--- src/design/rv_core_pkg.sv ---
package rv_core_pkg;

  ////////////////////
  // Widths and sizes
  ////////////////////

  // Data path width
  localparam int unsigned XLEN        = 32;
  // Register index and count
  localparam int unsigned REG_ADDR_W  = 5;
  localparam int unsigned NUM_REGS    = 32;
  // Buffer entries, equal to the credits the sender starts with
  localparam int unsigned FETCH_DEPTH = 4;
  // Occupancy counter, holds 0 to FETCH_DEPTH
  localparam int unsigned CREDIT_W    = 3;
  // Buffer pointer width
  localparam int unsigned FETCH_PTR_W = $clog2(FETCH_DEPTH);

  ////////////////////
  // Encodings
  ////////////////////

  // Major opcodes kept in this core
  localparam logic [6:0] OPC_OP     = 7'b0110011;
  localparam logic [6:0] OPC_OP_IMM = 7'b0010011;

  // funct3 values shared by both formats
  localparam logic [2:0] F3_ADD  = 3'b000;
  localparam logic [2:0] F3_SLL  = 3'b001;
  localparam logic [2:0] F3_SLT  = 3'b010;
  localparam logic [2:0] F3_SLTU = 3'b011;
  localparam logic [2:0] F3_XOR  = 3'b100;
  localparam logic [2:0] F3_SR   = 3'b101;
  localparam logic [2:0] F3_OR   = 3'b110;
  localparam logic [2:0] F3_AND  = 3'b111;

  // ALU operations
  typedef enum logic [3:0] {
    ALU_ADD,
    ALU_SUB,
    ALU_AND,
    ALU_OR,
    ALU_XOR,
    ALU_SLT,
    ALU_SLTU,
    ALU_SLL,
    ALU_SRL,
    ALU_SRA
  } alu_op_e;

  ////////////////////
  // Instruction views
  ////////////////////

  // Register-register format
  typedef struct packed {
    logic [6:0]            funct7;
    logic [REG_ADDR_W-1:0] rs2;
    logic [REG_ADDR_W-1:0] rs1;
    logic [2:0]            funct3;
    logic [REG_ADDR_W-1:0] rd;
    logic [6:0]            opcode;
  } instr_r_t;

  // Register-immediate format
  typedef struct packed {
    logic [11:0]           imm12;
    logic [REG_ADDR_W-1:0] rs1;
    logic [2:0]            funct3;
    logic [REG_ADDR_W-1:0] rd;
    logic [6:0]            opcode;
  } instr_i_t;

  // Same 32-bit word, two decodings
  typedef union packed {
    instr_r_t r;
    instr_i_t i;
  } instr_u;

  ////////////////////
  // Pipe payloads
  ////////////////////

  // ID/EX pipe
  typedef struct packed {
    logic                  valid;
    alu_op_e               alu_op;
    logic [XLEN-1:0]       operand_a;
    logic [XLEN-1:0]       operand_b;
    logic [REG_ADDR_W-1:0] rd;
    logic                  rf_we;
  } id_ex_t;

  // EX/WB pipe, also the write port and retire payload
  typedef struct packed {
    logic [REG_ADDR_W-1:0] rd;
    logic                  rf_we;
    logic [XLEN-1:0]       wdata;
  } retire_t;

endpackage

--- src/design/rv_core.sv ---
`timescale 1ns/10ps

module rv_core (
  input  logic                 clk_i,
  input  logic                 rst_n_i,
  input  logic                 instr_valid_i,
  input  rv_core_pkg::instr_u  instr_i,
  output logic                 credit_o,
  output logic                 retire_valid_o,
  output rv_core_pkg::retire_t retire_o
);

  // Buffer head to decode
  logic                head_valid;
  rv_core_pkg::instr_u head;

  // Register file read ports
  logic [rv_core_pkg::REG_ADDR_W-1:0] raddr_a;
  logic [rv_core_pkg::REG_ADDR_W-1:0] raddr_b;
  logic [rv_core_pkg::XLEN-1:0]       rdata_a;
  logic [rv_core_pkg::XLEN-1:0]       rdata_b;

  // Pipe between stages
  rv_core_pkg::id_ex_t  id_ex;
  rv_core_pkg::retire_t ex_fwd;
  logic                 ex_fwd_valid;

  ////////////////////
  // Instruction buffer
  ////////////////////
  rv_fetch_buffer i_fetch_buffer (
    .clk_i          ( clk_i          ),
    .rst_n_i        ( rst_n_i        ),
    .instr_valid_i  ( instr_valid_i  ),
    .instr_i        ( instr_i        ),
    .credit_o       ( credit_o       ),
    .head_valid_o   ( head_valid     ),
    .head_o         ( head           )
  );

  ////////////////////
  // ID stage
  ////////////////////
  rv_id_stage i_id_stage (
    .clk_i          ( clk_i          ),
    .rst_n_i        ( rst_n_i        ),
    .head_valid_i   ( head_valid     ),
    .head_i         ( head           ),
    .raddr_a_o      ( raddr_a        ),
    .raddr_b_o      ( raddr_b        ),
    .rdata_a_i      ( rdata_a        ),
    .rdata_b_i      ( rdata_b        ),
    .ex_fwd_i       ( ex_fwd         ),
    .ex_fwd_valid_i ( ex_fwd_valid   ),
    // WB result forwarded, same cycle as the write
    .wb_i           ( retire_o       ),
    .wb_valid_i     ( retire_valid_o ),
    .id_ex_o        ( id_ex          )
  );

  ////////////////////
  // EX stage
  ////////////////////
  rv_ex_stage i_ex_stage (
    .clk_i          ( clk_i          ),
    .rst_n_i        ( rst_n_i        ),
    .id_ex_i        ( id_ex          ),
    .ex_fwd_o       ( ex_fwd         ),
    .ex_fwd_valid_o ( ex_fwd_valid   ),
    .wb_o           ( retire_o       ),
    .wb_valid_o     ( retire_valid_o )
  );

  // Write-back shares the retire payload
  rv_register_file i_register_file (
    .clk_i          ( clk_i          ),
    .rst_n_i        ( rst_n_i        ),
    .raddr_a_i      ( raddr_a        ),
    .raddr_b_i      ( raddr_b        ),
    .rdata_a_o      ( rdata_a        ),
    .rdata_b_o      ( rdata_b        ),
    .wr_i           ( retire_o       ),
    .wr_valid_i     ( retire_valid_o )
  );

endmodule

--- src/design/rv_ex_stage.sv ---
`timescale 1ns/10ps

module rv_ex_stage (
  input  logic                 clk_i,
  input  logic                 rst_n_i,
  input  rv_core_pkg::id_ex_t  id_ex_i,
  output rv_core_pkg::retire_t ex_fwd_o,
  output logic                 ex_fwd_valid_o,
  output rv_core_pkg::retire_t wb_o,
  output logic                 wb_valid_o
);

  logic [rv_core_pkg::XLEN-1:0] a;
  logic [rv_core_pkg::XLEN-1:0] b;
  logic [4:0]                   shamt;
  logic [rv_core_pkg::XLEN-1:0] result;

  assign a     = id_ex_i.operand_a;
  assign b     = id_ex_i.operand_b;
  // Shift amount from low bits of operand b
  assign shamt = b[4:0];

  ////////////////////
  // ALU
  ////////////////////

  always_comb begin
    case (id_ex_i.alu_op)
      rv_core_pkg::ALU_SUB:  result = a - b;
      rv_core_pkg::ALU_AND:  result = a & b;
      rv_core_pkg::ALU_OR:   result = a | b;
      rv_core_pkg::ALU_XOR:  result = a ^ b;
      // Compares give 0 or 1
      rv_core_pkg::ALU_SLT:  result = {31'b0, $signed(a) < $signed(b)};
      rv_core_pkg::ALU_SLTU: result = {31'b0, a < b};
      rv_core_pkg::ALU_SLL:  result = a << shamt;
      rv_core_pkg::ALU_SRL:  result = a >> shamt;
      rv_core_pkg::ALU_SRA:  result = $unsigned($signed(a) >>> shamt);
      default:               result = a + b;
    endcase
  end

  // Result back to ID for the next instruction
  assign ex_fwd_o.rd    = id_ex_i.rd;
  assign ex_fwd_o.rf_we = id_ex_i.rf_we;
  assign ex_fwd_o.wdata = result;
  assign ex_fwd_valid_o = id_ex_i.valid;

  ////////////////////
  // EX/WB pipe
  ////////////////////

  always_ff @(posedge clk_i or negedge rst_n_i) begin
    if (!rst_n_i) begin
      wb_valid_o <= 1'b0;
      wb_o       <= '0;
    end else begin
      wb_valid_o <= id_ex_i.valid;
      wb_o.rf_we <= id_ex_i.valid && id_ex_i.rf_we;
      // Payload
      wb_o.rd    <= id_ex_i.rd;
      wb_o.wdata <= result;
    end
  end

endmodule

--- src/design/rv_fetch_buffer.sv ---
`timescale 1ns/10ps

module rv_fetch_buffer (
  input  logic               clk_i,
  input  logic               rst_n_i,
  input  logic               instr_valid_i,
  input  rv_core_pkg::instr_u instr_i,
  output logic               credit_o,
  output logic               head_valid_o,
  output rv_core_pkg::instr_u head_o
);

  // Storage, no reset needed on payload
  rv_core_pkg::instr_u mem [rv_core_pkg::FETCH_DEPTH];

  logic [rv_core_pkg::FETCH_PTR_W-1:0] wr_ptr;
  logic [rv_core_pkg::FETCH_PTR_W-1:0] rd_ptr;
  logic [rv_core_pkg::CREDIT_W-1:0]    count;
  logic                                pop;

  // ID never stalls, so any stored word leaves at once
  assign pop          = (count != '0);
  assign head_valid_o = pop;
  assign head_o       = mem[rd_ptr];
  // One credit back per word handed to decode
  assign credit_o     = pop;

  // Sender respects credits, no overflow check
  always_ff @(posedge clk_i) begin
    if (instr_valid_i) begin
      mem[wr_ptr] <= instr_i;
    end
  end

  // Pointers wrap on power-of-two depth
  always_ff @(posedge clk_i or negedge rst_n_i) begin
    if (!rst_n_i) begin
      wr_ptr <= '0;
      rd_ptr <= '0;
    end else begin
      if (instr_valid_i) begin
        wr_ptr <= wr_ptr + 1'b1;
      end
      if (pop) begin
        rd_ptr <= rd_ptr + 1'b1;
      end
    end
  end

  // Occupancy
  always_ff @(posedge clk_i or negedge rst_n_i) begin
    if (!rst_n_i) begin
      count <= '0;
    end else begin
      case ({instr_valid_i, pop})
        2'b10:   count <= count + 1'b1;
        2'b01:   count <= count - 1'b1;
        default: count <= count;
      endcase
    end
  end

endmodule

--- src/design/rv_id_stage.sv ---
`timescale 1ns/10ps

module rv_id_stage (
  input  logic                               clk_i,
  input  logic                               rst_n_i,
  input  logic                               head_valid_i,
  input  rv_core_pkg::instr_u                head_i,
  output logic [rv_core_pkg::REG_ADDR_W-1:0] raddr_a_o,
  output logic [rv_core_pkg::REG_ADDR_W-1:0] raddr_b_o,
  input  logic [rv_core_pkg::XLEN-1:0]       rdata_a_i,
  input  logic [rv_core_pkg::XLEN-1:0]       rdata_b_i,
  input  rv_core_pkg::retire_t               ex_fwd_i,
  input  logic                               ex_fwd_valid_i,
  input  rv_core_pkg::retire_t               wb_i,
  input  logic                               wb_valid_i,
  output rv_core_pkg::id_ex_t                id_ex_o
);

  rv_core_pkg::alu_op_e         alu_op;
  logic                         is_op;
  logic                         is_op_imm;
  logic [rv_core_pkg::XLEN-1:0] imm_sext;
  logic [rv_core_pkg::XLEN-1:0] fwd_a;
  logic [rv_core_pkg::XLEN-1:0] fwd_b;

  // Operand source: x0, then EX, then WB, then register file
  function automatic logic [rv_core_pkg::XLEN-1:0] fwd_sel(
    input logic [rv_core_pkg::REG_ADDR_W-1:0] addr,
    input logic [rv_core_pkg::XLEN-1:0]       rf_data
  );
    logic [rv_core_pkg::XLEN-1:0] res;
    if (addr == '0) begin
      res = '0;
    end else if (ex_fwd_valid_i && ex_fwd_i.rf_we && (ex_fwd_i.rd == addr)) begin
      res = ex_fwd_i.wdata;
    end else if (wb_valid_i && wb_i.rf_we && (wb_i.rd == addr)) begin
      res = wb_i.wdata;
    end else begin
      res = rf_data;
    end
    return res;
  endfunction

  ////////////////////
  // Decode
  ////////////////////

  assign is_op     = (head_i.r.opcode == rv_core_pkg::OPC_OP);
  assign is_op_imm = (head_i.i.opcode == rv_core_pkg::OPC_OP_IMM);

  // Read addresses straight from the word, rs2 unused for immediates
  assign raddr_a_o = head_i.r.rs1;
  assign raddr_b_o = head_i.r.rs2;

  // 12-bit immediate widened with its sign
  assign imm_sext = {{(rv_core_pkg::XLEN-12){head_i.i.imm12[11]}}, head_i.i.imm12};

  always_comb begin
    alu_op = rv_core_pkg::ALU_ADD;
    case (head_i.r.funct3)
      rv_core_pkg::F3_ADD: begin
        // SUB only in register form, funct7 bit 5
        if (is_op && head_i.r.funct7[5]) begin
          alu_op = rv_core_pkg::ALU_SUB;
        end
      end
      rv_core_pkg::F3_SLL:  alu_op = rv_core_pkg::ALU_SLL;
      rv_core_pkg::F3_SLT:  alu_op = rv_core_pkg::ALU_SLT;
      rv_core_pkg::F3_SLTU: alu_op = rv_core_pkg::ALU_SLTU;
      rv_core_pkg::F3_XOR:  alu_op = rv_core_pkg::ALU_XOR;
      rv_core_pkg::F3_SR: begin
        // Arithmetic flag sits in funct7 or in imm12 bit 10
        if ((is_op && head_i.r.funct7[5]) || (is_op_imm && head_i.i.imm12[10])) begin
          alu_op = rv_core_pkg::ALU_SRA;
        end else begin
          alu_op = rv_core_pkg::ALU_SRL;
        end
      end
      rv_core_pkg::F3_OR:   alu_op = rv_core_pkg::ALU_OR;
      default:              alu_op = rv_core_pkg::ALU_AND;
    endcase
  end

  // Forwarded operands
  always_comb begin
    fwd_a = fwd_sel(head_i.r.rs1, rdata_a_i);
    fwd_b = fwd_sel(head_i.r.rs2, rdata_b_i);
  end

  ////////////////////
  // ID/EX pipe
  ////////////////////

  always_ff @(posedge clk_i or negedge rst_n_i) begin
    if (!rst_n_i) begin
      id_ex_o <= '0;
    end else begin
      // Control bits
      id_ex_o.valid     <= head_valid_i;
      // Unknown opcodes still retire, without a write
      id_ex_o.rf_we     <= head_valid_i && (is_op || is_op_imm);
      // Payload
      id_ex_o.alu_op    <= alu_op;
      id_ex_o.operand_a <= fwd_a;
      id_ex_o.operand_b <= is_op_imm ? imm_sext : fwd_b;
      id_ex_o.rd        <= head_i.r.rd;
    end
  end

endmodule

--- src/design/rv_register_file.sv ---
`timescale 1ns/10ps

module rv_register_file (
  input  logic                               clk_i,
  input  logic                               rst_n_i,
  input  logic [rv_core_pkg::REG_ADDR_W-1:0] raddr_a_i,
  input  logic [rv_core_pkg::REG_ADDR_W-1:0] raddr_b_i,
  output logic [rv_core_pkg::XLEN-1:0]       rdata_a_o,
  output logic [rv_core_pkg::XLEN-1:0]       rdata_b_o,
  input  rv_core_pkg::retire_t               wr_i,
  input  logic                               wr_valid_i
);

  // x1 to x31 only, x0 has no storage
  logic [rv_core_pkg::XLEN-1:0] regs [rv_core_pkg::NUM_REGS-1:1];
  logic                         we;

  // Drop writes aimed at x0
  assign we = wr_valid_i && wr_i.rf_we && (wr_i.rd != '0);

  // Single write port
  always_ff @(posedge clk_i or negedge rst_n_i) begin
    if (!rst_n_i) begin
      for (int i = 1; i < rv_core_pkg::NUM_REGS; i++) begin
        regs[i] <= '0;
      end
    end else if (we) begin
      regs[wr_i.rd] <= wr_i.wdata;
    end
  end

  // Combinational reads, x0 forced to zero
  assign rdata_a_o = (raddr_a_i == '0) ? '0 : regs[raddr_a_i];
  assign rdata_b_o = (raddr_b_i == '0) ? '0 : regs[raddr_b_i];

endmodule

--- config.mk ---
export PLATFORM = sky130hd
export DESIGN_NAME = rv_core
export DESIGN_NICKNAME = d
export VERILOG_FILES = /design/src/design/rv_core_pkg.sv /design/src/design/rv_core.sv /design/src/design/rv_ex_stage.sv /design/src/design/rv_fetch_buffer.sv /design/src/design/rv_id_stage.sv /design/src/design/rv_register_file.sv
export SDC_FILE = /design/constraint.sdc
export NUM_CORES = 2
export LEC_CHECK = 0
export BUFFER_PORTS_ARGS = -buffer_cell sky130_fd_sc_hd__buf_2
export CORE_MARGIN = 5
export CORE_UTILIZATION = 26
export CTS_BUF_LIST = sky130_fd_sc_hd__clkbuf_16
export CTS_CLUSTER_SIZE = 12
export DETAILED_ROUTE_END_ITERATION = 10
export PLACE_DENSITY = 0.49
export SLEW_MARGIN = 20
export SYNTH_ARGS = -nofsm -noshare
export SYNTH_HDL_FRONTEND = slang
export SYNTH_HIERARCHICAL = 1
export SYNTH_SLANG_ARGS = --single-unit
--- constraint.sdc ---
create_clock -name clk_i -period 4 [get_ports clk_i]
set_clock_uncertainty 0.2 [all_clocks]
set_input_delay 0.4 -clock clk_i [delete_from_list [all_inputs] [get_ports clk_i]]
set_output_delay 0.4 -clock clk_i [all_outputs]
set_load 0.05 [all_outputs]
==> impl_metrics.csv <==
group,metric,value,unit
run,cap_viol_max_count,0,
global_routing,grt.overflow.total,0,
power_and_ir_drop,ir_drop,578,uV
place,place_inst,9883,
worst_setup_path,cp.arrival,4.44,ns
global_routing,antenna_found_initial,16,
route,routed_wl,296000,um
logic_synthesis,syn_inst,6023,
worst_setup_path,start_kind,"flop",
cts,clock_latency,0.84,ns
cts,ctsRootBufferMaster,"clkbuf_16",
timing,relSlewSlack,0.335,
cts,cts_buffers,142,
floorplanning,row_count,194,
power_and_ir_drop,p_int,0.0383,W
timing,finalSetupViolCount,0,
power_and_ir_drop,pwr-share-seq,0.226,
route,dr.pass1.iters,6,
global_routing,grt_max_degree,155,
timing,rsz0062_at_grt,"yes",
route,vias_per_cell,5.40,
cts,cts_max_level,4,
power_and_ir_drop,total_power,0.0731,W
logic_synthesis,yosys_warnings,6,
place,place_area,81100,um^2
floorplanning,initial_core_util,0.261,
power_and_ir_drop,p_sw,0.0348,W
route,drc,0,
layout,nNetsFinal,6510,
timing,finalCritPeriodShare,0.994,
power_and_ir_drop,clockPowerShare,0.170,
layout,instances_no_fill,10200,
floorplanning,die_width,539,um
logic_synthesis,synth_edf_count,128,
logic_synthesis,postSynthNetCount,6163,
global_routing,grt_pass1_vias,56000,
timing,hold_viol,0,
floorplanning,die-height,539,um
power_and_ir_drop,p_leak,39.3,nW
run_status,status,"completed",
logic_synthesis,ys_ff_latch,1241,
global_routing,grt_pass1_wl,421000,um
timing,drv_slew,0,
floorplanning,dieArea,290000,um^2
power_and_ir_drop,p_comb_frac,0.604,
worst_setup_path,critPathMaxFanout,21,
worst_setup_path,critPathCaptureType,"flop",
route,num_vias,55200,
worst_setup_path,worstPathRequired,4.46,ns
cts,cts_tree,"yes",
route,drt_iter0_drc,5216,
route,antenna_left,0,
global_routing,grt_util_all_layers,0.196,
route,post_drt_wl_per_cell,28.9,um
power_and_ir_drop,p_sw_frac,0.476,
layout,drive_above_1_share,0.375,
cts,path_clk_slew,0.06,ns
cts,clk_path_buf_depth,3,
layout,postLayoutCoreUtil,0.312,
place,io_buffers,74,
timing,tightestPinTransition,0.998,ns
layout,layout_commonest_cell,"dfrtp_1",
layout,syn_to_final_growth,19.8,%
power_and_ir_drop,power.density,840,nW/um^2
layout,final_area,87000,um^2
logic_synthesis,synth_area_per_cell,12.1,um^2
timing,fmax,252,MHz
worst_setup_path,path_class,"reg2reg",
logic_synthesis,ys_seq_area_frac,0.436,
place,post-dp-hpwl,200000,um
floorplanning,coreArea,279000,um^2
logic_synthesis,ys.flop_type,"dfrtp_1",
logic_synthesis,synthesis.area,72700,um^2
floorplanning,io_pins,75,
logic_synthesis,async_reset_ff_frac,0.897,
place,gp_congestion,0.951,
min_path,hold_path_class,"in2async",
cts,cts_sinks,1241,
timing,tns,0,ns
logic_synthesis,ys_types,112,
timing,timing.final.crit_period,3.98,ns
layout,final_cell_mix,"1103 x dfrtp_1, 1023 x mux2_2, 720 x mux2i_1",
-- worst paths after layout --
path	start	end	slack, ns	depth (start not counted)
max	i_fetch_buffer/rd_ptr[0]	i_id_stage/id_ex_o[47]	0.02	14
min	rst_n_i	i_register_file/regs[360]	0.11	3
max reg2reg	i_fetch_buffer/rd_ptr[0]	i_id_stage/id_ex_o[47]	0.02	14
min reg2reg	i_fetch_buffer/count[2]	i_fetch_buffer/count[2]	0.27	1
max in group asynchronous	rst_n_i	i_id_stage/id_ex_o[50]	2.58	4
min in group clk_i	instr_i[6]	i_fetch_buffer/mem[3][6]	0.14	2
-- kinds of logic (layout without fill, tap and decap cells) --
| logic type | count (synthesis) | count (layout) | synth area share |
|---|---|---|---|
| simple gates | 830 | 830 | 0.0557 |
| compound gates | 1117 | 1117 | 0.110 |
| fa+ha+maj | 105 | 105 | 0.0184 |
| other cells | 0 | 16 | 0 |
| xor+xnor | 31 | 31 | 0.00374 |
| mux | 1992 | 1992 | 0.327 |
| flops | 1241 | 1241 | 0.436 |
| buf+inv | 707 | 1164 | 0.0491 |
-- synth_stat cells (31+ instances only) --
cell type | count | area share
a22o_1 | 32 | 0.0039
o22ai_1 | 269 | 0.023
buf_2 | 160 | 0.011
nand3_1 | 32 | 0.0022
nor2b_1 | 45 | 0.0039
a211oi_1 | 104 | 0.011
a21oi_1 | 153 | 0.011
dfrtp_1 | 1113 | 0.38
mux2_2 | 1023 | 0.16
mux2i_1 | 728 | 0.10
inv_1 | 103 | 0.0053
nor3_1 | 183 | 0.013
buf_4 | 100 | 0.010
a221o_1 | 71 | 0.0098
a21boi_0 | 31 | 0.0032
edfxtp_1 | 128 | 0.053
nor4_1 | 44 | 0.0038
a31oi_1 | 48 | 0.0041
ha_1 | 102 | 0.018
clkbuf_1 | 273 | 0.014
mux2_1 | 35 | 0.0054
nor2_1 | 243 | 0.013
mux4_2 | 187 | 0.058
o21ai_0 | 80 | 0.0055
a22oi_1 | 73 | 0.0075
nand2_1 | 150 | 0.0077
-- sequential cells by signal, indices dropped and copies added, names as in the netlist --
register               flops
i_fetch_buffer/mem       128
i_id_stage/id_ex_o        75
i_ex_stage/wb_valid_o      1
i_ex_stage/wb_o           38
i_fetch_buffer/wr_ptr      2
i_fetch_buffer/count       3
i_register_file/regs     992
i_fetch_buffer/rd_ptr      2
-- stage by stage --
stage	worst slack, ns	hold slack (ns)
final	0.0240	0.111
after global routing	-0.0261	0.120
after CTS	-0.000673	0.0948
after detailed placement	-0.579	0.176
after global placement	-1.22	0.169
after floorplan	0.0499	-0.0956
-- layer usage --
metal | vias up | part of all wire | track usage
met5 | - | 0.00017 | 0
met4 | 8 | 0.046 | 0.0804
met3 | 535 | 0.060 | 0.0326
met2 | 2033 | 0.47 | 0.321
met1 | 29100 | 0.42 | 0.256
li1 | 23500 | - | -
-- critical path: stages (launching register included) --
cell and delay, ns:
dfrtp_2 0.38, buf_6 0.16, mux4_4 0.73, buf_12 0.22, buf_4 0.20, nand2b_4 0.16
buf_12 0.20, buf_12 0.24, buf_4 0.21, o22ai_1 0.09, nor3_1 0.26, buf_4 0.18
nor3_1 0.07, mux2i_2 0.33, a211oi_1 0.13
-- layout make-up --
cell class                 instances  area (um^2)
fill                           28100       192000
multi-input combinational       4075        38500
sequential                      1241        31700
timing repair buffer             803         7440
tap                             3724         4660
clock buffer                     145         3630
clock inverter                   109          687
inverter                         107          402
antenna                           16         40.0
-- power groups by stage --
| stage | combinational (W) | clock, W | sequential [W] |
|---|---|---|---|
| after global placement | 0.0416 | 0 | 0.0166 |
| final | 0.0441 | 0.0124 | 0.0165 |
| after global routing | 0.0457 | 0.0132 | 0.0167 |
| after CTS | 0.0426 | 0.0128 | 0.0165 |
| after floorplan | 0.0221 | 0 | 0.0164 |
| after detailed placement | 0.0416 | 0 | 0.0167 |
-- what timing repair did --
action / 4_1_cts / 5_1_grt
setup buffers: 11 / 15
hold endpoints to repair: 418 / 0
cloned: 1 / 5
endpoints found under the setup margin: 51 / 51
pin swaps: 17 / 22
hold buffers: 35 / 0
resized for setup: 75 / 97
(Power assumes the default switching activity.)
